## src/source/resize_defines.svh

```systemverilog
`ifndef RESIZE_DEFINES_SVH
`define RESIZE_DEFINES_SVH

// input frame, 8-bit grey in raster order
`define IMG_WIDTH 640
`define IMG_HEIGHT 480

// one averaging block, 300 pixels
`define BLK_WIDTH 20
`define BLK_HEIGHT 15

// thumbnail is the frame over the block
`define THUMB_WIDTH (`IMG_WIDTH / `BLK_WIDTH)
`define THUMB_HEIGHT (`IMG_HEIGHT / `BLK_HEIGHT)

// 300 * 255 = 76500 fits in 17 bits
`define SUM_WIDTH 17

`endif

```

## src/source/resize_pkg.sv

```systemverilog
`default_nettype none
`include "resize_defines.svh"

package resize_pkg;

  // one grey pixel, also one thumbnail byte
  typedef logic [7:0] pixel_t;

  // running or finished sum of one block
  typedef logic [`SUM_WIDTH-1:0] block_sum_t;

  // frame scan control
  typedef enum logic [1:0] {
    scan_idle,
    scan_run,
    scan_finish
  } scan_state_t;

  // thumbnail output control
  typedef enum logic [1:0] {
    send_idle,
    send_present,
    send_done
  } send_state_t;

endpackage

`default_nettype wire

```

## src/source/byte_sender.sv

```systemverilog
`timescale 1ns/1ns
`default_nettype none
`include "resize_defines.svh"

module byte_sender (
  input  logic               clk,
  input  logic               rst_n,
  input  logic               frame_stored,
  input  logic               scan_active,
  output logic [9:0]         rd_index,
  input  resize_pkg::pixel_t rd_data,
  output logic               byte_valid,
  output resize_pkg::pixel_t byte_data,
  input  logic               byte_ready,
  output logic               done
);

  import resize_pkg::*;

  localparam logic [9:0] last_index = 10'(`THUMB_WIDTH * `THUMB_HEIGHT - 1);

  send_state_t state;

  // index of the byte currently on byte_data
  logic [9:0] byte_idx;
  logic       xfer;
  logic       load;

  assign xfer = byte_valid && byte_ready;

  // read ahead on a transfer so the next byte follows back to back
  assign rd_index = xfer ? (byte_idx + 10'd1) : byte_idx;

  // fetch first byte, or next one after a transfer
  assign load = ((state == send_idle) && frame_stored) || xfer;

  // drops as soon as the next scan begins
  assign done = (state == send_done) && !scan_active;

  always_ff @(posedge clk or negedge rst_n) begin
    if (!rst_n) begin
      state      <= send_idle;
      byte_valid <= 1'b0;
      byte_idx   <= '0;
    end else begin
      case (state)
        send_idle: begin
          if (frame_stored) begin
            byte_valid <= 1'b1;
            state      <= send_present;
          end
        end
        send_present: begin
          if (xfer) begin
            // wraps back to 0 after the last byte
            byte_idx <= byte_idx + 10'd1;
            if (byte_idx == last_index) begin
              byte_valid <= 1'b0;
              state      <= send_done;
            end
          end
        end
        send_done: begin
          if (scan_active) begin
            state <= send_idle;
          end
        end
        default: begin
          state      <= send_idle;
          byte_valid <= 1'b0;
        end
      endcase
    end
  end

  // held steady while the sink stalls
  always_ff @(posedge clk) begin
    if (load) begin
      byte_data <= rd_data;
    end
  end

endmodule

`default_nettype wire

```

## config.mk

```make
export PLATFORM = sky130hd
export DESIGN_NAME = byte_sender
export DESIGN_NICKNAME = d
export VERILOG_FILES = /design/src/source/resize_pkg.sv /design/src/source/byte_sender.sv
export VERILOG_INCLUDE_DIRS = /design/src /design/src/source
export SDC_FILE = /design/constraint.sdc
export NUM_CORES = 1
export LEC_CHECK = 0
export ABC_AREA = 0
export ABC_CLOCK_PERIOD_IN_PS = 1900
export BUFFER_PORTS_ARGS = -buffer_cell sky130_fd_sc_hd__buf_2
export CORE_MARGIN = 2
export CORE_UTILIZATION = 49
export DETAILED_ROUTE_END_ITERATION = 6
export HOLD_SLACK_MARGIN = 0.15
export PLACE_DENSITY = 0.77
export RECOVER_POWER = 100
export SYNTH_ARGS = -nofsm -noshare
export SYNTH_HDL_FRONTEND = slang
export SYNTH_SLANG_ARGS = --single-unit
```

## constraint.sdc

```tcl
create_clock -name clk -period 1.9 [get_ports clk]
set_input_delay 0.19 -clock clk [delete_from_list [all_inputs] [get_ports clk]]
set_output_delay 0.19 -clock clk [all_outputs]
set_load 0.01 [all_outputs]
```

* After elaboration in Yosys (flattened, before gate mapping) *
Cells that the tools add are included.

word-level totals
  memories = 0
  logic and storage cells = 31
  RAM bits = 0
  output and inout bits = 20
  latch bits = 0
  bits in registers = 21
  ROM bits = 0

operators by class
  shifts and indexed selects = 0
  order comparisons = 0
  multipliers = 0
  divide/modulo/power cells = 0
  reduce and logical (&&, ||, !) cells = 8
  add/sub/neg operators = 1
  bitwise logic cells = 1
  multiplexer cells = 10
  eq/ne operators = 7

operator list
  cell                                                             number
  10-bit by 1-bit adder with 10-bit output, second input constant  1
  10-bit == test, second input constant                            1
  10-bit two-way mux                                               1
  2-bit two-way mux                                                4
  2-bit != test, second input constant                             4
  4-bit AND reduction                                              2
  2-bit case mux with 3 select lines                               1
  1-bit logical AND                                                3
  1-bit two-way mux                                                3
  1-bit case mux with 3 select lines                               1
  2-bit by 1-bit == test with 1-bit output, second input constant  1
  2-bit == test, second input constant                             1
  2-bit zero test                                                  1
  1-bit zero test                                                  1
  1-bit logical OR                                                 1
  1-bit NOT                                                        1

* Longest topological paths before layout *
  depth after elaboration = 4
  gate-level depth with buffers = 4
  mapped depth without buffers = 4

* Worst setup path before layout *
No wires, ideal clock.

  kind = register -> register
  start = reg state[0]
  end = reg byte_data[0], enable pin
  required time = 1.516 ns
  period minus slack after synthesis = 1.568 ns
  arrival time = 1.184 ns
  buffers on the path = 0
  stages on the path, launching flop included = 3
  slack = 0.332 ns
  cell sequence = dfrtp_1 nand2b_1 o21ai_0

between the ends
  longest elaborated chain between the ends = 3

ends and longest elaborated chain
  what                    line               source
  start, declared         byte_sender.sv:22  send_state_t state;
  start signal, assigned  byte_sender.sv:42  state <= send_idle;
  start signal, assigned  byte_sender.sv:50  state <= send_present;
  start signal, assigned  byte_sender.sv:59  state <= send_done;
  2-bit zero test         byte_sender.sv:35  assign load = ((state == send_idle) && frame_stored) || xfer;
  1-bit logical AND       byte_sender.sv:35
  1-bit logical OR        byte_sender.sv:35
  named net load          byte_sender.sv:27  logic load;
  end signal, assigned    byte_sender.sv:79  byte_data <= rd_data;
  end, declared           byte_sender.sv:13  output resize_pkg::pixel_t byte_data,

The timed path passes the listed nets, and every way through them passes these cells.
A chain may end at the register's enable or synchronous reset.

* Worst setup path after layout *
  start = reg byte_idx[1]
  end = out rd_index[8]

between the ends
  longest elaborated chain between the ends = 2

ends and longest elaborated chain
  what                                      line               source
  start, declared                           byte_sender.sv:25  logic [9:0] byte_idx;
  start signal, assigned                    byte_sender.sv:56  byte_idx <= byte_idx + 10'd1;
  10-bit by 1-bit adder with 10-bit output  byte_sender.sv:32  assign rd_index = xfer ? (byte_idx + 10'd1) : byte_idx;
  10-bit two-way mux                        --
  end, declared                             byte_sender.sv:10  output logic [9:0] rd_index,

No other way between the ends.

==> run metrics <==
I/O Buffers 32; Placed Area 1250 sq um; worst hold start frame_stored; Worst Max-Slew Pin Slew 0.742 ns; reg2reg path depth 3; min Tclk post-route 1.79 ns; status finished clean; element type at the critical path start flop; I/O pins 33; hold-critical path depth 3; initial antenna violation count 0; VDD IR max 740 uV; TritonCTS Buffers 3; first-pass GRT wire length 3360 um; worst skew pair latency 0.29 ns; crit path max fanout 8; post-route insts no fill 157; post-synth cell types 26; Final ANT Viol Nets 0; pre-CTS setup slack 0.196 ns; post-synthesis sequential area ratio 0.539; Nets 145; cells after synthesis 85; RSZ-0062 raised after global routing yes; skew final 0.00237 ns; vias per std cell 5.04; drt first-iter violations 7; Critical Path Max Stage Delay 0.45 ns; r2r setup slk 0.44 ns; Hold/Removal Path Class input port to flop; layout cells sized above 1 0.323; antenna fix cells 0; largest net degree at the start of global routing 14; max-slew violations 0; Hold EP state[0]; syn_area_per_cell 12.4 sq um; DIE AREA 2530 sq um; Die Height 50.3 um; Synth Cell Area 1050 sq um; crit end category output port; fin area 1380 sq um; Routed wire per std cell 12.7 um; Ys Warns 0; worst setup margin 0.106 ns; max_cap viols 0; Hold Violations, Final 0; Slew HR 0.505; chip width 50.3 um; Crit Path Category flop to output port; syn nets 99; CTS tree done; gr usage total 0.179; Max Fclk 0.557 GHz; area of the core 1980 sq um; number of global-route vias before repair 766; residual DRC count 0; final setup fails 0; routed via count 792; CP Data Arrival Time 1.60 ns; Fill cells 153; number of synthesized register bits 21; Site Rows 16; Crit-path slowest cell dfrtp_1; RR Endpoint state[0]; detailed placement HPWL 1400 um; Initial Util 0.530; cell family with most CP delay flip-flops; Routed WL 2000 um; Cell Chain, Critical Path ha_2, nand3_4, nor3_2, xor2_1, buf_2; pwr/cell area 1010 nW/um^2; grt ovf 0; P_leak 0.626 nW; critical path required time 1.71 ns; Critical R2R Launch byte_idx[3]; CP Launch Point byte_idx[1]; number of buffers and inverters on the critical path 1; setup_tns 0 ns; clock root cell clkbuf_4; clk sinks 21; Worst-path clk slew 0.12 ns; Final period util 0.944; clock buffer depth 2; RePlAce Congestion 0.731; Pre-Repair DR Iteration Count 3; Area Growth Syn to Fin 31.6%; placed instance count 144; H-tree depth 1
## final cells by class
class,count,area (sq um),area share
Clock inverter,1,7.51,0.00543
Timing Repair Buffer,43,254,0.184
Inverter,2,7.51,0.00543
Sequential cell,21,568,0.411
Multi-Input combinational cell,60,488,0.353
Tap cell,27,33.8,0.0245
Clock buffer,3,22.5,0.0163
## sequential cells by signal, indices dropped and copies added (netlist names)
name,cells
byte_idx,10
byte_data,8
byte_valid,1
state,2
## worst max path at each step
stage | to | slack [ns] | cells past startpoint
CTS | rd_index[8] | 0.02 | 5
global route | rd_index[8] | -0.02 | 5
finish | rd_index[8] | 0.11 | 5
detailed placement | byte_data[0] | 0.20 | 2
floorplan | byte_data[0] | 0.33 | 2
global placement | byte_data[0] | 0.27 | 2
## through the flow
step                hold WS, ns  utilization  power, W
finish                    0.181        0.697   0.00140
detailed placement       0.0977        0.631   0.00116
CTS                       0.178        0.692   0.00140
global placement         0.0954        0.631   0.00115
global route              0.175        0.697   0.00151
floorplan                -0.106            -  0.000996
## worst reg2reg max path, cell delays in order, from the launching register on
cell     delay [ns]
dfrtp_1        0.48
nand4_1        0.28
nor3_1         0.43
a41oi_1        0.16
## power by group
part / internal, W / switching (W) / total [W]
Sequential: 0.000559 / 0.000131 / 0.000690
Combinational: 0.000237 / 0.000261 / 0.000497
Clock: 0.0000799 / 0.000134 / 0.000214
Total: 0.000876 / 0.000526 / 0.00140
## kinds of logic after synthesis
| kind of cell | synth area share |
|---|---|
| adders and majority gates | 0.0119 |
| AOI/OAI and AO/OA | 0.0429 |
| buffers and inverters | 0.0155 |
| xor gates and xnor gates | 0.150 |
| and+or+nand+nor | 0.219 |
| DFF | 0.539 |
| muxes | 0.0215 |
## placed cells by master (no fill, tap or decap), types with 3 or more instances in the layout
cell	synthesis	routed
buf_2	1	23
clkbuf_1	1	9
clkbuf_4	0	3
dfrtp_1	13	11
dlygate4sd3_1	0	9
edfxtp_1	8	8
nand2_1	5	5
nor2_1	6	6
nor3_1	8	6
xnor2_1	3	3
xor2_1	15	15
## Yosys cell counts, drive strengths merged
cell / instances / area share
xor2: 15 / 0.13
dfrtp: 13 / 0.31
edfxtp: 8 / 0.23
nor3: 8 / 0.038
nor2: 6 / 0.021
nand2: 5 / 0.018
nand3: 3 / 0.024
nand4: 3 / 0.032
nor4: 3 / 0.052
xnor2: 3 / 0.025
a21o: 2 / 0.014
inv: 2 / 0.0072
mux2: 2 / 0.021
nand2b: 2 / 0.012
or2b: 2 / 0.014
a41oi: 1 / 0.0083
buf: 1 / 0.0048
clkbuf: 1 / 0.0036
ha: 1 / 0.012
nor3b: 1 / 0.0072
o21ai: 1 / 0.0048
o21bai: 1 / 0.0072
o311ai: 1 / 0.0083
## metal layers
metal,share of wire,global-route usage,vias to the layer above,wire length [um]
li1,-,-,390,-
met1,0.43,0.227,385,859
met4,0.0065,0.0556,0,13
met5,0,0,-,0
met2,0.52,0.300,15,1040
met3,0.043,0.0417,2,85
## timing repair
item | 4_1_cts | 5_1_grt
hold endpoints to repair | 21 | 0
hold buffers | 9 | 0
endpoints found under the setup margin | 1 | 13
buffers inserted | 0 | 0
resized for setup | 1 | 6
gates cloned | 0 | 0
No activity file was read; power rests on OpenSTA's default activity.
