**src/source/resize_defines.svh**
```systemverilog
`ifndef RESIZE_DEFINES_SVH
`define RESIZE_DEFINES_SVH

// input frame, 8-bit grey in raster order
`define IMG_WIDTH 640
`define IMG_HEIGHT 480

// one averaging block, 300 pixels
`define BLK_WIDTH 20
`define BLK_HEIGHT 15

// thumbnail is the frame over the block
`define THUMB_WIDTH (`IMG_WIDTH / `BLK_WIDTH)
`define THUMB_HEIGHT (`IMG_HEIGHT / `BLK_HEIGHT)

// 300 * 255 = 76500 fits in 17 bits
`define SUM_WIDTH 17

`endif

```
**src/source/resize_pkg.sv**
```systemverilog
`default_nettype none
`include "resize_defines.svh"

package resize_pkg;

  // one grey pixel, also one thumbnail byte
  typedef logic [7:0] pixel_t;

  // running or finished sum of one block
  typedef logic [`SUM_WIDTH-1:0] block_sum_t;

  // frame scan control
  typedef enum logic [1:0] {
    scan_idle,
    scan_run,
    scan_finish
  } scan_state_t;

  // thumbnail output control
  typedef enum logic [1:0] {
    send_idle,
    send_present,
    send_done
  } send_state_t;

endpackage

`default_nettype wire

```
**src/source/block_accumulator.sv**
```systemverilog
`timescale 1ns/1ns
`default_nettype none
`include "resize_defines.svh"

module block_accumulator (
  input  logic                   clk,
  input  logic                   rst_n,
  input  logic                   pix_valid,
  input  resize_pkg::pixel_t     pix_data,
  input  logic [4:0]             blk_col,
  input  logic                   blk_last_x,
  input  logic                   blk_last_y,
  input  logic                   scan_active,
  output logic                   sum_valid,
  output resize_pkg::block_sum_t sum_data,
  output logic [9:0]             sum_index
);

  import resize_pkg::*;

  // one partial sum per block column, rows of 32 blocks interleave
  block_sum_t col_sum [`THUMB_WIDTH];

  block_sum_t pix_ext;
  block_sum_t total;
  logic       blk_end;
  logic       scan_active_q;
  logic       new_scan;

  // raster position of the next finished block
  logic [9:0] blk_count;

  assign pix_ext = block_sum_t'(pix_data);
  assign total   = col_sum[blk_col] + pix_ext;

  // last pixel of the last row of a block
  assign blk_end = pix_valid && blk_last_x && blk_last_y;

  // first cycle of a new frame scan
  assign new_scan = scan_active && !scan_active_q;

  always_ff @(posedge clk or negedge rst_n) begin
    if (!rst_n) begin
      for (int i = 0; i < `THUMB_WIDTH; i++) begin
        col_sum[i] <= '0;
      end
    end else if (new_scan) begin
      for (int i = 0; i < `THUMB_WIDTH; i++) begin
        col_sum[i] <= '0;
      end
    end else if (pix_valid) begin
      if (blk_end) begin
        // block leaves through sum_data, column restarts
        col_sum[blk_col] <= '0;
      end else begin
        col_sum[blk_col] <= total;
      end
    end
  end

  always_ff @(posedge clk or negedge rst_n) begin
    if (!rst_n) begin
      sum_valid     <= 1'b0;
      scan_active_q <= 1'b0;
      blk_count     <= '0;
    end else begin
      sum_valid     <= blk_end;
      scan_active_q <= scan_active;
      if (new_scan) begin
        blk_count <= '0;
      end else if (blk_end) begin
        blk_count <= blk_count + 10'd1;
      end
    end
  end

  // blocks finish left to right on the last row, so count is raster order
  always_ff @(posedge clk) begin
    if (blk_end) begin
      sum_data  <= total;
      sum_index <= blk_count;
    end
  end

endmodule

`default_nettype wire

```
**config.mk**
```make
export PLATFORM = sky130hd
export DESIGN_NAME = block_accumulator
export DESIGN_NICKNAME = d
export VERILOG_FILES = /design/src/source/resize_pkg.sv /design/src/source/block_accumulator.sv
export VERILOG_INCLUDE_DIRS = /design/src /design/src/source
export SDC_FILE = /design/constraint.sdc
export NUM_CORES = 2
export LEC_CHECK = 0
export CAP_MARGIN = 30
export CORE_ASPECT_RATIO = 1.2
export CORE_MARGIN = 2
export CORE_UTILIZATION = 45
export DETAILED_ROUTE_END_ITERATION = 8
export DONT_BUFFER_PORTS = 1
export SYNTH_ARGS = -nofsm -noshare
export SYNTH_HDL_FRONTEND = slang
export SYNTH_SLANG_ARGS = --single-unit
```
**constraint.sdc**
```tcl
create_clock -name clk -period 6.9 [get_ports clk]
set_clock_uncertainty 0.15 [all_clocks]
set_input_delay 0.69 -clock clk [delete_from_list [all_inputs] [get_ports clk]]
set_output_delay 0.69 -clock clk [all_outputs]
set_load 0.1 [all_outputs]
```
Word-level counts from Yosys, hierarchy flattened:

Cells that the tools add are included.

* logic and storage cells: 62
* output and inout port bits: 28
* input bits: 19
* register bits: 583

* reductions and logical operators: 7
* add/subtract/negate cells: 2
* mux-type cells: 11
* magnitude comparators: 2
* bitwise gates (word level): 3

Operator list (count)
* 544-bit two-way mux: 3
* 544-bit AND: 1
* 544-bit bitwise mux: 1
* 544-bit NOT: 1
* 17-bit binary-select mux with 5-bit select: 1
* 17-bit demux with 5-bit select: 1
* 17-bit two-way mux: 3
* 10-bit two-way mux: 2
* 17-bit by 8-bit adder with 17-bit output: 1
* 10-bit by 1-bit adder with 10-bit output, second input constant: 1
* 6-bit >= comparator, second input constant: 1
* 6-bit by 1-bit less-than comparator with 1-bit output, second input constant: 1
* 5-bit NOT with 6-bit output: 1
* 1-bit logical AND: 4
* 2-bit nonzero test: 2
* 1-bit logical NOT: 1

Logic depth before layout (Yosys ltp):

* word-level depth: 10
* gate-level depth with buffers: 21
* mapped depth without buffers: 14

Least setup slack after synthesis:

OpenSTA, ideal clock, no wires.

* path kind: input-to-reg
* from: in blk_col[0]
* to: reg sum_data[12] (data pin)
* path buffers: 7
* setup slack: 1687 ps
* cell stages on the path: 20
* library setup time: 251 ps
* arrival time: 4813 ps
* required time: 6499 ps
* path through: buf_4 buf_6 buf_6 buf_4 buf_1 mux4_2 a22oi_1 nand4_1 ha_1 fa_1 a21oi_1 nor2b_1 o31ai_1 a21oi_1 and4_1 a21o_1 nand2_1 buf_2 buf_6 inv_1

* word-level cells in the longest chain between the ends: 5

RTL lines
* start: declaration: line block_accumulator.sv:10 `input logic [4:0] blk_col,`
* 5-bit NOT with 6-bit output (implied by the code): line block_accumulator.sv:34 `assign total = col_sum[blk_col] + pix_ext;`
* 17-bit binary-select mux with 5-bit select: line block_accumulator.sv:34
* 17-bit two-way mux (implied by the code) (2 in a row): line block_accumulator.sv:34
* 17-bit by 8-bit adder with 17-bit output: line block_accumulator.sv:34
* net total[12]: line block_accumulator.sv:25 `block_sum_t total;`
* end signal: assignment: line block_accumulator.sv:80 `sum_data <= total;`
* end: declaration: line block_accumulator.sv:15 `output resize_pkg::block_sum_t sum_data,`

The timed path passes the listed nets, and every way through them passes these cells. The select of a mux whose other input is x is not followed.
A chain may end at the register's enable or synchronous reset.

Final worst setup path:

* from: in blk_col[0]
* to: reg col_sum[199] (netlist name)

* word-level cells in the longest chain between the ends: 10
* elaborated cells between the ends (all ways): 16
* those cells by class: 1 x add/sub; 2 x order compare; 9 x mux; 3 x bitwise; 1 x reduce/logical

RTL lines
* 5-bit NOT with 6-bit output (implied by the code) *: line block_accumulator.sv:34, block_accumulator.sv:54, block_accumulator.sv:56
* branches (longest 6 deep; another with 17-bit by 8-bit adder with 17-bit output)
* 544-bit two-way mux *: line block_accumulator.sv:52 `if (blk_end) begin`
* 544-bit two-way mux *: line block_accumulator.sv:51 `end else if (pix_valid) begin`
* 544-bit two-way mux *: line block_accumulator.sv:47 `end else if (new_scan) begin`
* end signal: indexed assignment: line block_accumulator.sv:56 `col_sum[blk_col] <= total;`
* end: declaration: line block_accumulator.sv:22 `` block_sum_t col_sum [`THUMB_WIDTH]; ``

Mark *: on every way between the ends. The select of a mux whose other input is x is not followed.

==> impl_metrics.yaml <==
clock_network:
  clock_latency_ps: 630
  cts_tree: "done"
  cts_max_level: 2
  root_buffer: "clkbuf_16"
  numCtsBuffers: 60
  cts.sinks: 583
  clk_pin_slew_ps: 60
  hold_buffers: 1
  cts-resized-gates: 0
  post_cts_buffers: 0
  clk_path_buf_depth: 3
timing:
  finalSetupTns_ps: 0
  finalHoldViolCount: 195
  fin_ws_ps: 1440
  slew_headroom_pct: -60.5
  holdWs_ps: -387
  fmax_mhz: 183
  worst_slew_pin_slew_ps: 2410
  setup_viol_count_final: 0
  rsz0062_at_grt: "false"
  timing.final.crit_share_pct: 79.1
  period_minus_slack_ps: 5460
  maxSlewViolCount: 380
cells_and_area:
  multiInputGateArea_sq_um: 11200
  seq_area_sq_um: 14700
  final_cell_area_sq_um: 29500
  layout-drive-gt1-share_pct: 10.9
  area_delta_synth_final_pct: 9.93
  layout.nets: 2417
  fillers: 5355
worst_setup_path:
  endpoint: "col_sum[199]"
  rr_endpoint: "col_sum[199]"
  slowest_delay_ps: 800
  worstPathRequired_ps: 7280
  crit_path_start: "blk_col[0]"
  path_max_fanout: 199
  critPathKind: "in2reg"
  cp.depth: 14
  path_buf_inv: 1
  crit_top_cell: "a21oi_1"
  slowest_stage: "mux4_2"
  cp_top_family: "compound AO/OA/AOI/OAI gates"
  start_kind: "input pin"
  end_kind: "register"
  ff2ff_setup_slack_ps: 1900
  worst-endpoint-arrival_ps: 5840
  path_cells: "mux4_2 -> a22oi_1 -> nand4_1 -> ha_1 -> fa_1 -> a21oi_1 -> nor2b_1 -> o31ai_1 -> a21oi_1 -> and4_1 -> nand3_1 -> nand2_1 -> buf_4 -> o21ai_0"
  r2r-start: "col_sum[204]"
  reg2regPathDepth: 14
route:
  wl_microns: 90100
  drt_iter0_markers: 2421
  wl_per_cell_microns: 27.8
  ant_nets: 0
  route.detailed.drc: 0
  vias: 20509
  viasPerCell: 6.34
  dr.pass1.iters: 6
placement:
  globalplace.congestion: 0.953
  placedInstanceArea_sq_um: 27500
  dpl_worst_slack_ps: 1610
  io_buffers: 0
  hpwl_microns: 60400
floorplan:
  die_y_microns: 271
  ioPinCount: 47
  fp-row-count: 98
  dieArea_sq_um: 61500
  core_region_area_sq_um: 59200
  start_util_pct: 45.2
  die_x_microns: 227
hold_path:
  holdCritPathClass: "in2async"
power_and_ir_drop:
  power_w: 0.00713
  peakVddDrop_mv: 0.186
  power_density_nw_per_um2: 242
  p_leak_nw: 13.0
global_route:
  grt_pass1_vias: 20253
  grt_pass1_wl_microns: 135000
  grt-ovfl-total: 0
  track_usage_pct: 29.6
  grt_max_degree: 557
  antenna_found_initial: 4
synthesis:
  synth_edf_count: 27
  ys_top_cells_by_area: "dfrtp_1 52%, a22o_1 6.8%, mux4_2 6.7%"
  ys_async_sr_fraction_pct: 95.4
  synth-seq-cells: 583
  synthCells: 2457
  syn_nets: 2486
  netlist.top_cell.by_area: "dfrtp_1"
  syn_area_per_cell_sq_um: 10.9
  synth_top_area_share_pct: 51.9
  synthFlopType: "dfrtp_1"
  yosysUniqueCellTypes: 63
  synth_area_sq_um: 26800
  yosysSeqAreaShare_pct: 55.0
  ys_warn_count: 0
job:
  drv_cap: 0
outcome:
  status: "complete, but fails checks"
  violations: "negative hold slack, max-slew violations"
==> worst min path at each step <==
stage | from | endpoint | slack (ps) | depth (start not counted)
detailed placement | rst_n | sum_valid | 260 | 0
global route | rst_n | sum_valid | -400 | 0
finish | rst_n | sum_valid | -390 | 0
CTS | rst_n | sum_valid | -400 | 0
floorplan | rst_n | blk_count[0] | 240 | 0
global placement | rst_n | sum_valid | 260 | 0
==> per-stage QoR <==
stage / utilization, % / cells / hold WS, ps
floorplan: - / 2457 / 244
global placement: 46.1 / 3102 / 258
detailed placement: 46.5 / 3125 / 259
CTS: 49.7 / 3235 / -401
global route: 49.7 / 3235 / -404
finish: 49.7 / 3236 / -387
==> kinds of logic (layout without fill, tap and decap cells) <==
family	count (synthesis)	in the layout	synth area share [%]
buffers and inverters	210	188	3.60
adders and majority gates	10	10	0.495
xor gates and xnor gates	18	18	0.645
DFF	583	583	55.0
muxes	194	194	11.0
and+or+nand+nor	778	778	12.5
AOI/OAI and AO/OA	664	664	16.9
other	0	1	0
==> registers in the layout, indices dropped and copies added (netlist names) <==
name and flops:
sum_valid 1, scan_active_q 1, blk_count 10, col_sum 544, sum_data 17, sum_index 10
==> synth_stat cells, drive strengths merged (2+ instances only) <==
cell and count:
nand2b 4, buf 64, mux4 80, a32o 18, nor4 15, edfxtp 27
nor2b 9, and2 10, nand3 36, nor3b 2, a22o 208, inv 12
nand2 415, clkbuf 134, and3 4, nand4bb 5, mux2i 114, ha 9
or4b 4, or3 4, dfrtp 556, a21oi 143, a21o 4, nor3 7
nor2 237, nand4 17, o22ai 60, a22oi 88, nand4b 4, xnor2 10
o21ai 136, xor2 8
==> per-layer routing <==
layer | part of all wire (%) | GRT usage [%] | up-vias | wire, microns
li1 | - | - | 8766 | -
met1 | 40 | 39.7 | 10592 | 36000
met2 | 47 | 46.2 | 922 | 42100
met3 | 7.2 | 4.90 | 223 | 6510
met4 | 6.1 | 15.9 | 6 | 5470
met5 | 0.038 | 0 | - | 34
==> cell type report <==
cell class,count,share of cell area [%]
antenna,1,0.00850
clock buffer,99,6.21
clock inverter,10,0.293
inverter,12,0.157
multi-input combinational,1664,38.0
sequential,583,50.0
tap,800,3.40
timing repair buffer,67,1.98
==> cells in the final DEF, fill, tap and decap left out, drive strengths merged, types with 2 or more instances in the layout <==
master   netlist  routed
nand2        415     415
dfrtp        556     556
mux2i        114     114
and2          10      10
edfxtp        27      27
ha             9       9
a21o           4       4
clkinv         0       6
inv           12      14
nand4b         4       4
nor4          15      15
xnor2         10      10
mux4          80      80
o21ai        136     136
nor3           7       7
clkbuf       134      99
a32o          18      18
or3            4       4
nor3b          2       2
and3           4       4
nand4bb        5       5
nand3         36      36
nor2b          9       9
a22oi         88      88
nand2b         4       4
a22o         208     208
nand4         17      17
o22ai         60      60
nor2         237     237
buf           64      66
xor2           8       8
or4b           4       4
a21oi        143     143
==> power breakdown <==
group | internal (W) | total (W) | switching (W)
Combinational | 0.000128 | 0.000402 | 0.000274
Clock | 0.00183 | 0.00319 | 0.00136
Sequential | 0.00348 | 0.00354 | 0.0000576
Note: power is estimated with default switching activity, not from simulation.
