File: src/source/resize_defines.svh
`ifndef RESIZE_DEFINES_SVH
`define RESIZE_DEFINES_SVH

// input frame, 8-bit grey in raster order
`define IMG_WIDTH 640
`define IMG_HEIGHT 480

// one averaging block, 300 pixels
`define BLK_WIDTH 20
`define BLK_HEIGHT 15

// thumbnail is the frame over the block
`define THUMB_WIDTH (`IMG_WIDTH / `BLK_WIDTH)
`define THUMB_HEIGHT (`IMG_HEIGHT / `BLK_HEIGHT)

// 300 * 255 = 76500 fits in 17 bits
`define SUM_WIDTH 17

`endif

File: src/source/resize_pkg.sv
`default_nettype none
`include "resize_defines.svh"

package resize_pkg;

  // one grey pixel, also one thumbnail byte
  typedef logic [7:0] pixel_t;

  // running or finished sum of one block
  typedef logic [`SUM_WIDTH-1:0] block_sum_t;

  // frame scan control
  typedef enum logic [1:0] {
    scan_idle,
    scan_run,
    scan_finish
  } scan_state_t;

  // thumbnail output control
  typedef enum logic [1:0] {
    send_idle,
    send_present,
    send_done
  } send_state_t;

endpackage

`default_nettype wire

File: src/source/pixel_scan_decoder.sv
`timescale 1ns/1ns
`default_nettype none
`include "resize_defines.svh"

module pixel_scan_decoder (
  input  logic               clk,
  input  logic               rst_n,
  input  logic               start,
  input  logic               pixel_valid,
  input  resize_pkg::pixel_t pixel_data,
  output logic               pixel_ready,
  output logic               scan_active,
  output logic               pix_valid,
  output resize_pkg::pixel_t pix_data,
  output logic [4:0]         blk_col,
  output logic               blk_last_x,
  output logic               blk_last_y,
  output logic               busy,
  input  logic               done
);

  import resize_pkg::*;

  // wrap values of the nested position counters
  localparam logic [4:0] x_end   = 5'(`BLK_WIDTH - 1);
  localparam logic [4:0] col_end = 5'(`THUMB_WIDTH - 1);
  localparam logic [3:0] y_end   = 4'(`BLK_HEIGHT - 1);
  localparam logic [4:0] row_end = 5'(`THUMB_HEIGHT - 1);

  scan_state_t state;

  // x inside block, block column, y inside block, block row
  logic [4:0] x_cnt;
  logic [4:0] col_cnt;
  logic [3:0] y_cnt;
  logic [4:0] row_cnt;

  logic start_ok;
  logic accept;
  logic at_last_x;
  logic at_last_col;
  logic at_last_y;
  logic at_last_row;
  logic frame_end;

  // start only counts when idle or after the previous frame is fully sent
  assign start_ok = start && ((state == scan_idle) || ((state == scan_finish) && done));

  assign pixel_ready = (state == scan_run);
  assign accept      = pixel_valid && pixel_ready;

  assign at_last_x   = (x_cnt == x_end);
  assign at_last_col = (col_cnt == col_end);
  assign at_last_y   = (y_cnt == y_end);
  assign at_last_row = (row_cnt == row_end);

  // 307200th pixel of the frame
  assign frame_end = accept && at_last_x && at_last_col && at_last_y && at_last_row;

  assign scan_active = (state == scan_run);

  // finish state stays busy until the sender reports done
  assign busy = (state == scan_run) || ((state == scan_finish) && !done);

  always_ff @(posedge clk or negedge rst_n) begin
    if (!rst_n) begin
      state <= scan_idle;
    end else begin
      case (state)
        scan_idle: begin
          if (start_ok) begin
            state <= scan_run;
          end
        end
        scan_run: begin
          if (frame_end) begin
            state <= scan_finish;
          end
        end
        scan_finish: begin
          if (start_ok) begin
            state <= scan_run;
          end
        end
        default: begin
          state <= scan_idle;
        end
      endcase
    end
  end

  // nested position counters, x fastest
  always_ff @(posedge clk or negedge rst_n) begin
    if (!rst_n) begin
      x_cnt   <= '0;
      col_cnt <= '0;
      y_cnt   <= '0;
      row_cnt <= '0;
    end else if (start_ok) begin
      x_cnt   <= '0;
      col_cnt <= '0;
      y_cnt   <= '0;
      row_cnt <= '0;
    end else if (accept) begin
      if (at_last_x) begin
        x_cnt <= '0;
        if (at_last_col) begin
          col_cnt <= '0;
          if (at_last_y) begin
            y_cnt <= '0;
            if (at_last_row) begin
              row_cnt <= '0;
            end else begin
              row_cnt <= row_cnt + 5'd1;
            end
          end else begin
            y_cnt <= y_cnt + 4'd1;
          end
        end else begin
          col_cnt <= col_cnt + 5'd1;
        end
      end else begin
        x_cnt <= x_cnt + 5'd1;
      end
    end
  end

  // one cycle pipeline stage toward the accumulator
  always_ff @(posedge clk or negedge rst_n) begin
    if (!rst_n) begin
      pix_valid <= 1'b0;
    end else begin
      pix_valid <= accept;
    end
  end

  // flags only meaningful alongside pix_valid
  always_ff @(posedge clk) begin
    if (accept) begin
      pix_data   <= pixel_data;
      blk_col    <= col_cnt;
      blk_last_x <= at_last_x;
      blk_last_y <= at_last_y;
    end
  end

endmodule

`default_nettype wire

File: config.mk
export PLATFORM = sky130hd
export DESIGN_NAME = pixel_scan_decoder
export DESIGN_NICKNAME = d
export VERILOG_FILES = /design/src/source/resize_pkg.sv /design/src/source/pixel_scan_decoder.sv
export VERILOG_INCLUDE_DIRS = /design/src /design/src/source
export SDC_FILE = /design/constraint.sdc
export NUM_CORES = 1
export LEC_CHECK = 0
export ABC_AREA = 1
export BUFFER_PORTS_ARGS = -buffer_cell sky130_fd_sc_hd__buf_2
export CAP_MARGIN = 10
export CORE_ASPECT_RATIO = 0.75
export CORE_UTILIZATION = 54
export DETAILED_ROUTE_END_ITERATION = 6
export PLACE_DENSITY = 0.79
export SETUP_SLACK_MARGIN = 0.4
export SYNTH_ARGS = -nofsm -noshare
export SYNTH_HDL_FRONTEND = slang
export SYNTH_SLANG_ARGS = --single-unit
export TNS_END_PERCENT = 30
File: constraint.sdc
create_clock -name clk -period 1.8 [get_ports clk]
set_input_delay 0.18 -clock clk [delete_from_list [all_inputs] [get_ports clk]]
set_output_delay 0.18 -clock clk [all_outputs]
set_load 0.01 [all_outputs]
**Yosys cells after proc, flatten, opt, wreduce, memory -nomap -nowiden**

Cells that the tools add are included.

- Flip-flop bits (word level): 37
- Word-level logic and storage cells: 64
- Bits of input ports: 13
- Output and inout bits: 19

- Eq/ne operators: 8
- Mux-type cells: 21
- $add $sub $neg: 4
- Reductions and logical operators: 21

Operators by type and width:

| kind | count |
|---|---|
| 5-bit 2-to-1 mux | 13 |
| 4-bit 2-to-1 mux | 5 |
| 5-bit by 1-bit adder with 5-bit output, second input constant | 3 |
| 5-bit == test, second input constant | 3 |
| 1-bit logical AND | 8 |
| 2-bit nonzero test | 4 |
| 4-bit by 1-bit adder with 4-bit output, second input constant | 1 |
| 4-bit == test, second input constant | 1 |
| 2-bit 2-to-1 mux | 2 |
| 2-bit by 1-bit != test with 1-bit output, second input constant | 2 |
| 2-bit one-hot mux with 2 select lines | 1 |
| 2-bit AND reduction | 2 |
| 4-bit AND reduction | 1 |
| 3-bit AND reduction | 1 |
| 2-bit by 1-bit == test with 1-bit output, second input constant | 1 |
| 2-bit == test, second input constant | 1 |
| 2-bit zero test | 1 |
| 1-bit logical OR | 2 |
| 2-bit OR reduction | 1 |
| 1-bit zero test | 1 |

**Longest topological paths before layout**

Gate-level depths: netlist of run 1.

- Word-level depth: 8
- Depth in mapped cells: 10
- Depth with buffers taken out: 10

**Worst setup path before layout of run 1**

No wires, ideal clock.

- Kind: flip-flop to flip-flop
- Start point: register col_cnt[0]
- End point: register row_cnt[3]
- Period minus slack after synthesis: 1.631 ns
- Setup slack: 0.169 ns
- Cell stages (with the launch flop): 10
- Library setup time: 0.116 ns
- Buffers on the path: 0
- Data required time: 1.684 ns
- Data arrival time: 1.515 ns
- Cell sequence: dfrtp_1 > ha_1 > nand2_1 > nor2_1 > ha_1 > inv_1 > o21ai_1 > nand2_2 > nand2_1 > nand2_1

- Word-level cells in the longest chain between the ends: 3

RTL lines:

| item | RTL line | text |
|---|---|---|
| start: declaration | pixel_scan_decoder.sv:34 | `logic [4:0] col_cnt;` |
| start signal: assignment | pixel_scan_decoder.sv:120 | `col_cnt <= col_cnt + 5'd1;` |
| 5-bit == test | pixel_scan_decoder.sv:53 | `assign at_last_col = (col_cnt == col_end);` |
| 2-bit nonzero test (no line) | - |  |
| 4-bit AND reduction (no line) | - |  |
| end signal: assignment | pixel_scan_decoder.sv:114 | `row_cnt <= row_cnt + 5'd1;` |
| end: declaration | pixel_scan_decoder.sv:36 | `logic [4:0] row_cnt;` |

Every way passes these cells.
A chain may end at the register's enable or synchronous reset.

**Final worst setup path of run 1**

- Start point: register col_cnt[0]
- End point: register row_cnt[1]

The elaborated chain is that of the path after synthesis.

==> results of run 1 <==
## worst reg2reg max path: stages (launching register included)
cell and delay, ns:
dfrtp_2 0.38, ha_2 0.19, nand2_2 0.07, nor2_2 0.09
ha_2 0.22, inv_4 0.05, o21ai_4 0.19, nand2_2 0.13
nand2_1 0.11, nand2_1 0.07
## worst paths after layout
kind                                   startpoint                     end  slack [ns]  cells past startpoint
min reg2reg                row_cnt[4]$_DFFE_PN0P_  row_cnt[4]$_DFFE_PN0P_        0.50                      2
min in group asynchronous                   rst_n  col_cnt[1]$_DFFE_PN0P_        0.38                      2
max in group asynchronous                   rst_n  col_cnt[0]$_DFFE_PN0P_        1.04                      2
max                        col_cnt[0]$_DFFE_PN0P_  row_cnt[1]$_DFFE_PN0P_        0.19                      9
max reg2reg                col_cnt[0]$_DFFE_PN0P_  row_cnt[1]$_DFFE_PN0P_        0.19                      9
min                                 pixel_data[4]   pix_data[4]$_DFFE_PP_        0.06                      1
## power groups by stage
stage	clock network (mW)	registers (mW)	logic [mW]
floorplan	0	1.18	0.304
global placement	0	1.18	0.430
detailed placement	0	1.19	0.460
CTS	0.703	1.16	0.593
global route	0.751	1.19	0.719
finish	0.701	1.17	0.650
## cell usage after synthesis
cell type	n	share of area, %
a21oi_1	1	0.29
and3_1	1	0.36
buf_2	1	0.29
buf_4	1	0.43
buf_6	1	0.64
dfrtp_1	22	31
edfxtp_1	15	26
ha_1	7	5.0
inv_1	17	3.6
nand2_1	58	12
nand2_2	5	1.8
nand2_4	1	0.64
nand3_1	14	4.0
nand3_2	2	1.1
nand3b_1	3	1.3
nand4_1	5	1.8
nor2_1	16	3.4
nor3_1	1	0.29
o21a_1	1	0.43
o21ai_0	1	0.29
o21ai_1	4	1.1
o21ai_4	1	0.93
or2_2	2	0.71
xnor2_1	2	1.0
xor2_1	2	1.0
## through the flow
stage          cell area (um2)  hold WS, ns  power (mW)
2_1_floorplan             1770       -0.116        1.49
3_3_place_gp              1970        0.179        1.61
3_5_place_dp              1970        0.178        1.65
4_1_cts                   2230       0.0571        2.45
5_1_grt                   2280       0.0445        2.66
6_report                  2280       0.0554        2.53
## area by class of cell
| cell class | instances | share of cell area (%) |
|---|---|---|
| clock buffers | 6 | 3.19 |
| clock inverters | 2 | 1.54 |
| inverters | 17 | 2.91 |
| multi-input cells | 127 | 33.2 |
| flip-flops and latches | 37 | 44.0 |
| well taps | 38 | 2.09 |
| repair buffers | 48 | 13.1 |
## what timing repair did
| action | in CTS | in global routing |
|---|---|---|
| pin swaps | 8 | 10 |
| cloned | 0 | 0 |
| hold buffers | 1 | 0 |
| endpoints found under the hold margin | 22 | 0 |
| buffers inserted | 13 | 2 |
| gates resized for setup | 11 | 12 |
| endpoints found under the setup margin | 33 | 33 |
## state kept, by name, indices dropped and copies added, names as in the netlist
| signal | cells |
|---|---|
| blk_last_y | 1 |
| col_cnt | 5 |
| y_cnt | 4 |
| state | 2 |
| blk_col | 5 |
| pix_valid | 1 |
| blk_last_x | 1 |
| row_cnt | 5 |
| x_cnt | 5 |
| pix_data | 8 |
## logic make-up (layout without fill, tap and decap cells)
kind of cell | count (synthesis) | in the layout | share of synthesized area (%)
xor+xnor | 4 | 4 | 2.00
compound gates | 8 | 8 | 3.07
flops | 37 | 37 | 57.1
fa+ha+maj | 7 | 7 | 5.00
simple gates | 108 | 108 | 27.8
buf+inv | 20 | 73 | 5.00
## metal layers
layer,vias up,global-route usage (%)
met5,-,0
met4,0,13.5
met3,11,7.37
met2,80,42.9
met1,712,31.1
li1,700,-
## cells in the final DEF (no fill, tap or decap)
cell type	instances
xnor2_1	2
bufinv_16	1
nor2_1	13
inv_2	1
edfxtp_1	15
nand4_1	5
inv_1	15
o21a_1	1
inv_4	1
buf_4	15
xor2_1	2
nand3b_1	3
buf_12	1
ha_4	1
nor2_2	3
nand3_1	14
nor3_4	1
clkbuf_8	5
dfrtp_2	1
nand2_1	51
o21ai_1	3
buf_2	31
nand2_4	5
o21ai_4	2
or2_2	2
dfrtp_1	21
and3_1	1
nand3_2	2
nand2_2	8
clkbuf_1	1
ha_1	2
a21oi_1	1
o21ai_0	1
clkinv_2	1
dlygate4sd3_1	1
ha_2	4
==> results.cfg, run 1 <==
[pwr]
pwr-share-clk_pct = 27.7
p_int_mw = 1.75
power_switching_mw = 0.779
peakVddDrop_v = 0.000659
leakage_nw = 1.18
pwr-share-seq_pct = 46.5
comb_power_share_pct = 25.7
powerDensity_mw_per_mm2 = 1110
p_sw_share_pct = 30.8

[hold_path]
hold_class = primary input to flip-flop

[setup_path]
crit_required_ns = 1.98
crit_chain = ha_2 > nand2_2 > nor2_2 > ha_2 > inv_4 > o21ai_4 > nand2_2 > nand2_1 > nand2_1
worstPathMaxFanout = 5
cp.arrival_ns = 1.79
slowest_delay_ns = 0.38
worst_setup_path_end_kind = flip-flop
critPathTopFamily = simple AND/OR/NAND/NOR gates
path_buf_inv = 1
cp_slowest_cell = dfrtp_2
start_kind = flip-flop
crit_type = flip-flop to flip-flop

[synth]
ys_types = 25
synth_warnings = 0
synth.net_count = 204
synth-seq-cells = 37
avgSynthCellArea_um2 = 9.53
netlist_area_mm2 = 0.00175
synthCells = 184
yosysSeqAreaShare_pct = 57.1

[timing]
fin_setup_tns_ns = 0
slew_headroom_pct = 66.5
worst_pin_slew_ns = 0.502
period_needed_ns = 1.61
hold_viol = 0
slew_viol_final = 0
finalClockSkew_ns = 0.00463
setup_viol = 0
fin_crit_sh_pct = 89.4
setup_ws_ns = 0.190
fmax_mhz = 621
rsz0062_at_grt = true

[drt]
drtIter0Drc = 89
wl_met1_um = 1590
ant_nets = 0
vias = 1503
dr.pass1.iters = 5
drt-total-wl_um = 4110
route.met2.wl_um = 2140
drc = 0
met3_length_um = 302
wire_per_inst_um = 15.0
vias_per_cell = 5.47
top_layer_used = met4

[final_layout]
final_cell_count_no_fill = 275
n_antenna_cell = 0
postLayoutCoreUtil_pct = 75.4
fin_nets = 256
layout-drive-gt1-share_pct = 35.9
seqCellArea_mm2 = 0.00100
syn2layout_area_growth_pct = 29.8
multi_input_area_um2 = 754
n_fill_cell = 195

[clock_tree]
clockRootBuffer = clkbuf_8
cts_max_level = 2
cts_buffers = 5
clk_pin_slew_ns = 0.07
cts_num_sinks = 37
clockBufferDepth = 2
tritoncts = built
clkLatencyLatePin_ns = 0.29

[global_route]
antenna_found_initial = 0
grt_max_degree = 23
grt-ovfl-total = 0
grt_pass1_vias = 1455
grt_pass1_wl_um = 6470
grtUsageTotal_pct = 26.2

[floorplan]
die_y_um = 51.3
start_util_pct = 58.0
fp.coreArea_mm2 = 0.00302
die_x_um = 67.8
rows = 17
design.die.area_mm2 = 0.00348
ios = 32

[placed_design]
placed_cells = 251
place_congestion = 0.787
dp_slack_ns = 0.112
hpwl_um = 2470
io_buffers = 31

[flow_run]
drv_cap = 0

[status]
status = completed
Note: power is estimated with default switching activity, not from simulation.
==> inputs of run 2 (changes only) <==
--- a/config.mk
+++ b/config.mk
@@ -7,12 +7,14 @@
 export NUM_CORES = 1
 export LEC_CHECK = 0
 export ABC_AREA = 1
+export ABC_CLOCK_PERIOD_IN_PS = 1800
 export BUFFER_PORTS_ARGS = -buffer_cell sky130_fd_sc_hd__buf_2
 export CAP_MARGIN = 10
 export CORE_ASPECT_RATIO = 0.75
-export CORE_UTILIZATION = 54
+export CORE_UTILIZATION = 50
 export DETAILED_ROUTE_END_ITERATION = 6
-export PLACE_DENSITY = 0.79
+export MAX_ROUTING_LAYER = met4
+export PLACE_DENSITY = 0.74
 export SETUP_SLACK_MARGIN = 0.4
 export SYNTH_ARGS = -nofsm -noshare
 export SYNTH_HDL_FRONTEND = slang
==> run 2 against run 1 <==
Net effect: total power down 7.4%; clock-buffer cell count down 1; utilization down 8.0 points; via count down 9.0%; combinational power down 4.3%; clock power down 21%; non-clock buffer count unchanged; sequential power about the same; flip-flop and latch count unchanged; first-iteration DRC count up 35%; final area down 2.0%.
==> results.cfg, run 2 (synthesized netlist as in run 1, its figures left out) <==
[timing]
setup_viol = 0
rsz0062_at_grt = true
finalClockSkew_ns = 0.00443
slew_viol_final = 0
slew_headroom_pct = 66.9
period_needed_ns = 1.51
whs_ns = 0.0616
hold_viol = 0
fmax_mhz = 663
setup_ws_ns = 0.292
worst_pin_slew_ns = 0.496
fin_setup_tns_ns = 0
fin_crit_sh_pct = 83.8

[hold_path]
hold_class = primary input to flip-flop
min_from = pixel_data[6]
min_path_cells = 1
min_to = pix_data[6]$_DFFE_PP_

[drt]
wl_met1_um = 1630
drtIter0Drc = 120
drc = 0
ant_nets = 0
dr.pass1.iters = 4
drt-total-wl_um = 3450
route.met2.wl_um = 1600
wire_per_inst_um = 12.5
met3_length_um = 228
top_layer_used = met3
vias_per_cell = 4.94
vias = 1367

[floorplan]
ios = 32
design.die.area_mm2 = 0.00375
die_y_um = 53.3
fp.coreArea_mm2 = 0.00331
die_x_um = 70.4
start_util_pct = 52.9
rows = 18

[pwr]
comb_power_share_pct = 26.6
power_switching_mw = 0.726
p_int_mw = 1.61
pwr-share-clk_pct = 23.8
leakage_nw = 1.14
p_sw_share_pct = 31.0
total_power_mw = 2.34
pwr-share-seq_pct = 49.6
peakVddDrop_v = 0.000649
powerDensity_mw_per_mm2 = 1050

[final_layout]
final_area_mm2 = 0.00223
postLayoutCoreUtil_pct = 67.3
final_cell_count_no_fill = 277
fin_nets = 256
syn2layout_area_growth_pct = 27.2
final_cell_mix = nand2_1 (55), buf_2 (31), dfrtp_1 (22), buf_4 (16)
largest_reg_flops = 8
layout-drive-gt1-share_pct = 33.8
seqCellArea_mm2 = 0.00100
multi_input_area_um2 = 741
n_fill_cell = 249
mostFrequentLayoutCell = nand2_1
largest_register = pix_data
n_antenna_cell = 0

[global_route]
grtUsageTotal_pct = 19.3
grt_max_degree = 23
grt-ovfl-total = 0
grt_pass1_vias = 1159
grt_pass1_wl_um = 5190
antenna_found_initial = 0

[setup_path]
r2r_cells = 9
crit_required_ns = 2.03
crit_type = flip-flop to flip-flop
worstReg2RegStart = col_cnt[1]$_DFFE_PN0P_
r2r_slack_ns = 0.29
start_kind = flip-flop
cp.arrival_ns = 1.73
worst_setup_path_end_kind = flip-flop
worstPathMaxFanout = 5
r2r_end = row_cnt[0]$_DFFE_PN0P_

[clock_tree]
clkLatencyLatePin_ns = 0.29
clockBufferDepth = 2
clockRootBuffer = clkbuf_8
cts_buffers = 5
cts_num_sinks = 37
clk_pin_slew_ns = 0.07
tritoncts = built
cts_max_level = 2

[status]
status = completed

[placed_design]
place_congestion = 0.784
io_buffers = 31
placed_cells = 253
dp_slack_ns = 0.162
hpwl_um = 2220
placed_cell_area_mm2 = 0.00196

[flow_run]
drv_cap = 0
run 2: critical path, cell delays in order, from the launching register on:
cell	delay, ns
dfrtp_1	0.35
ha_2	0.19
nand2_2	0.08
nor2_4	0.11
ha_4	0.16
inv_4	0.05
o21ai_4	0.18
buf_4	0.15
nand3_1	0.08
nand2_1	0.08
run 2: what timing repair did:
| item | in CTS | in global routing |
|---|---|---|
| setup buffers | 8 | 7 |
| pin swaps | 7 | 10 |
| endpoints found under the setup margin | 33 | 33 |
| gates resized for setup | 7 | 10 |
| hold endpoints to repair | 22 | 0 |
| hold buffers | 1 | 0 |
run 2: layer usage:
metal,vias up,GRT usage (%)
met2,45,28.7
met4,0,7.33
met1,620,25.2
met5,-,-
li1,702,-
met3,0,5.71
run 2: power by group through the flow:
stage               clock network (mW)  registers [mW]  logic, mW
floorplan                            0            1.18      0.304
global placement                     0            1.18      0.427
detailed placement                   0            1.19      0.440
CTS                              0.569            1.14      0.547
global route                     0.612            1.18      0.704
finish                           0.557            1.16      0.622
run 2: worst max path at each step:
| stage | slack (ns) | from | endpoint | depth (start not counted) |
|---|---|---|---|---|
| 6_report | 0.29 | col_cnt[1]$_DFFE_PN0P_ | row_cnt[0]$_DFFE_PN0P_ | 9 |
| 5_1_grt | 0.23 | col_cnt[0]$_DFFE_PN0P_ | row_cnt[4]$_DFFE_PN0P_ | 9 |
| 4_1_cts | 0.27 | col_cnt[0]$_DFFE_PN0P_ | row_cnt[4]$_DFFE_PN0P_ | 9 |
| 3_5_place_dp | 0.16 | col_cnt[0]$_DFFE_PN0P_ | row_cnt[4]$_DFFE_PN0P_ | 9 |
| 3_3_place_gp | 0.22 | row_cnt[0]$_DFFE_PN0P_ | state[0]$_DFFE_PN0P_ | 9 |
| 2_1_floorplan | 0.33 | col_cnt[0]$_DFFE_PN0P_ | row_cnt[3]$_DFFE_PN0P_ | 9 |
run 2: cell type report:
class	instances	area share, %
Multi-Input combinational cell	127	33.2
Timing Repair Buffer	48	12.8
Sequential cell	37	44.9
Tap cell	40	2.24
Clock inverter	3	0.786
Inverter	17	2.97
Clock buffer	5	3.09
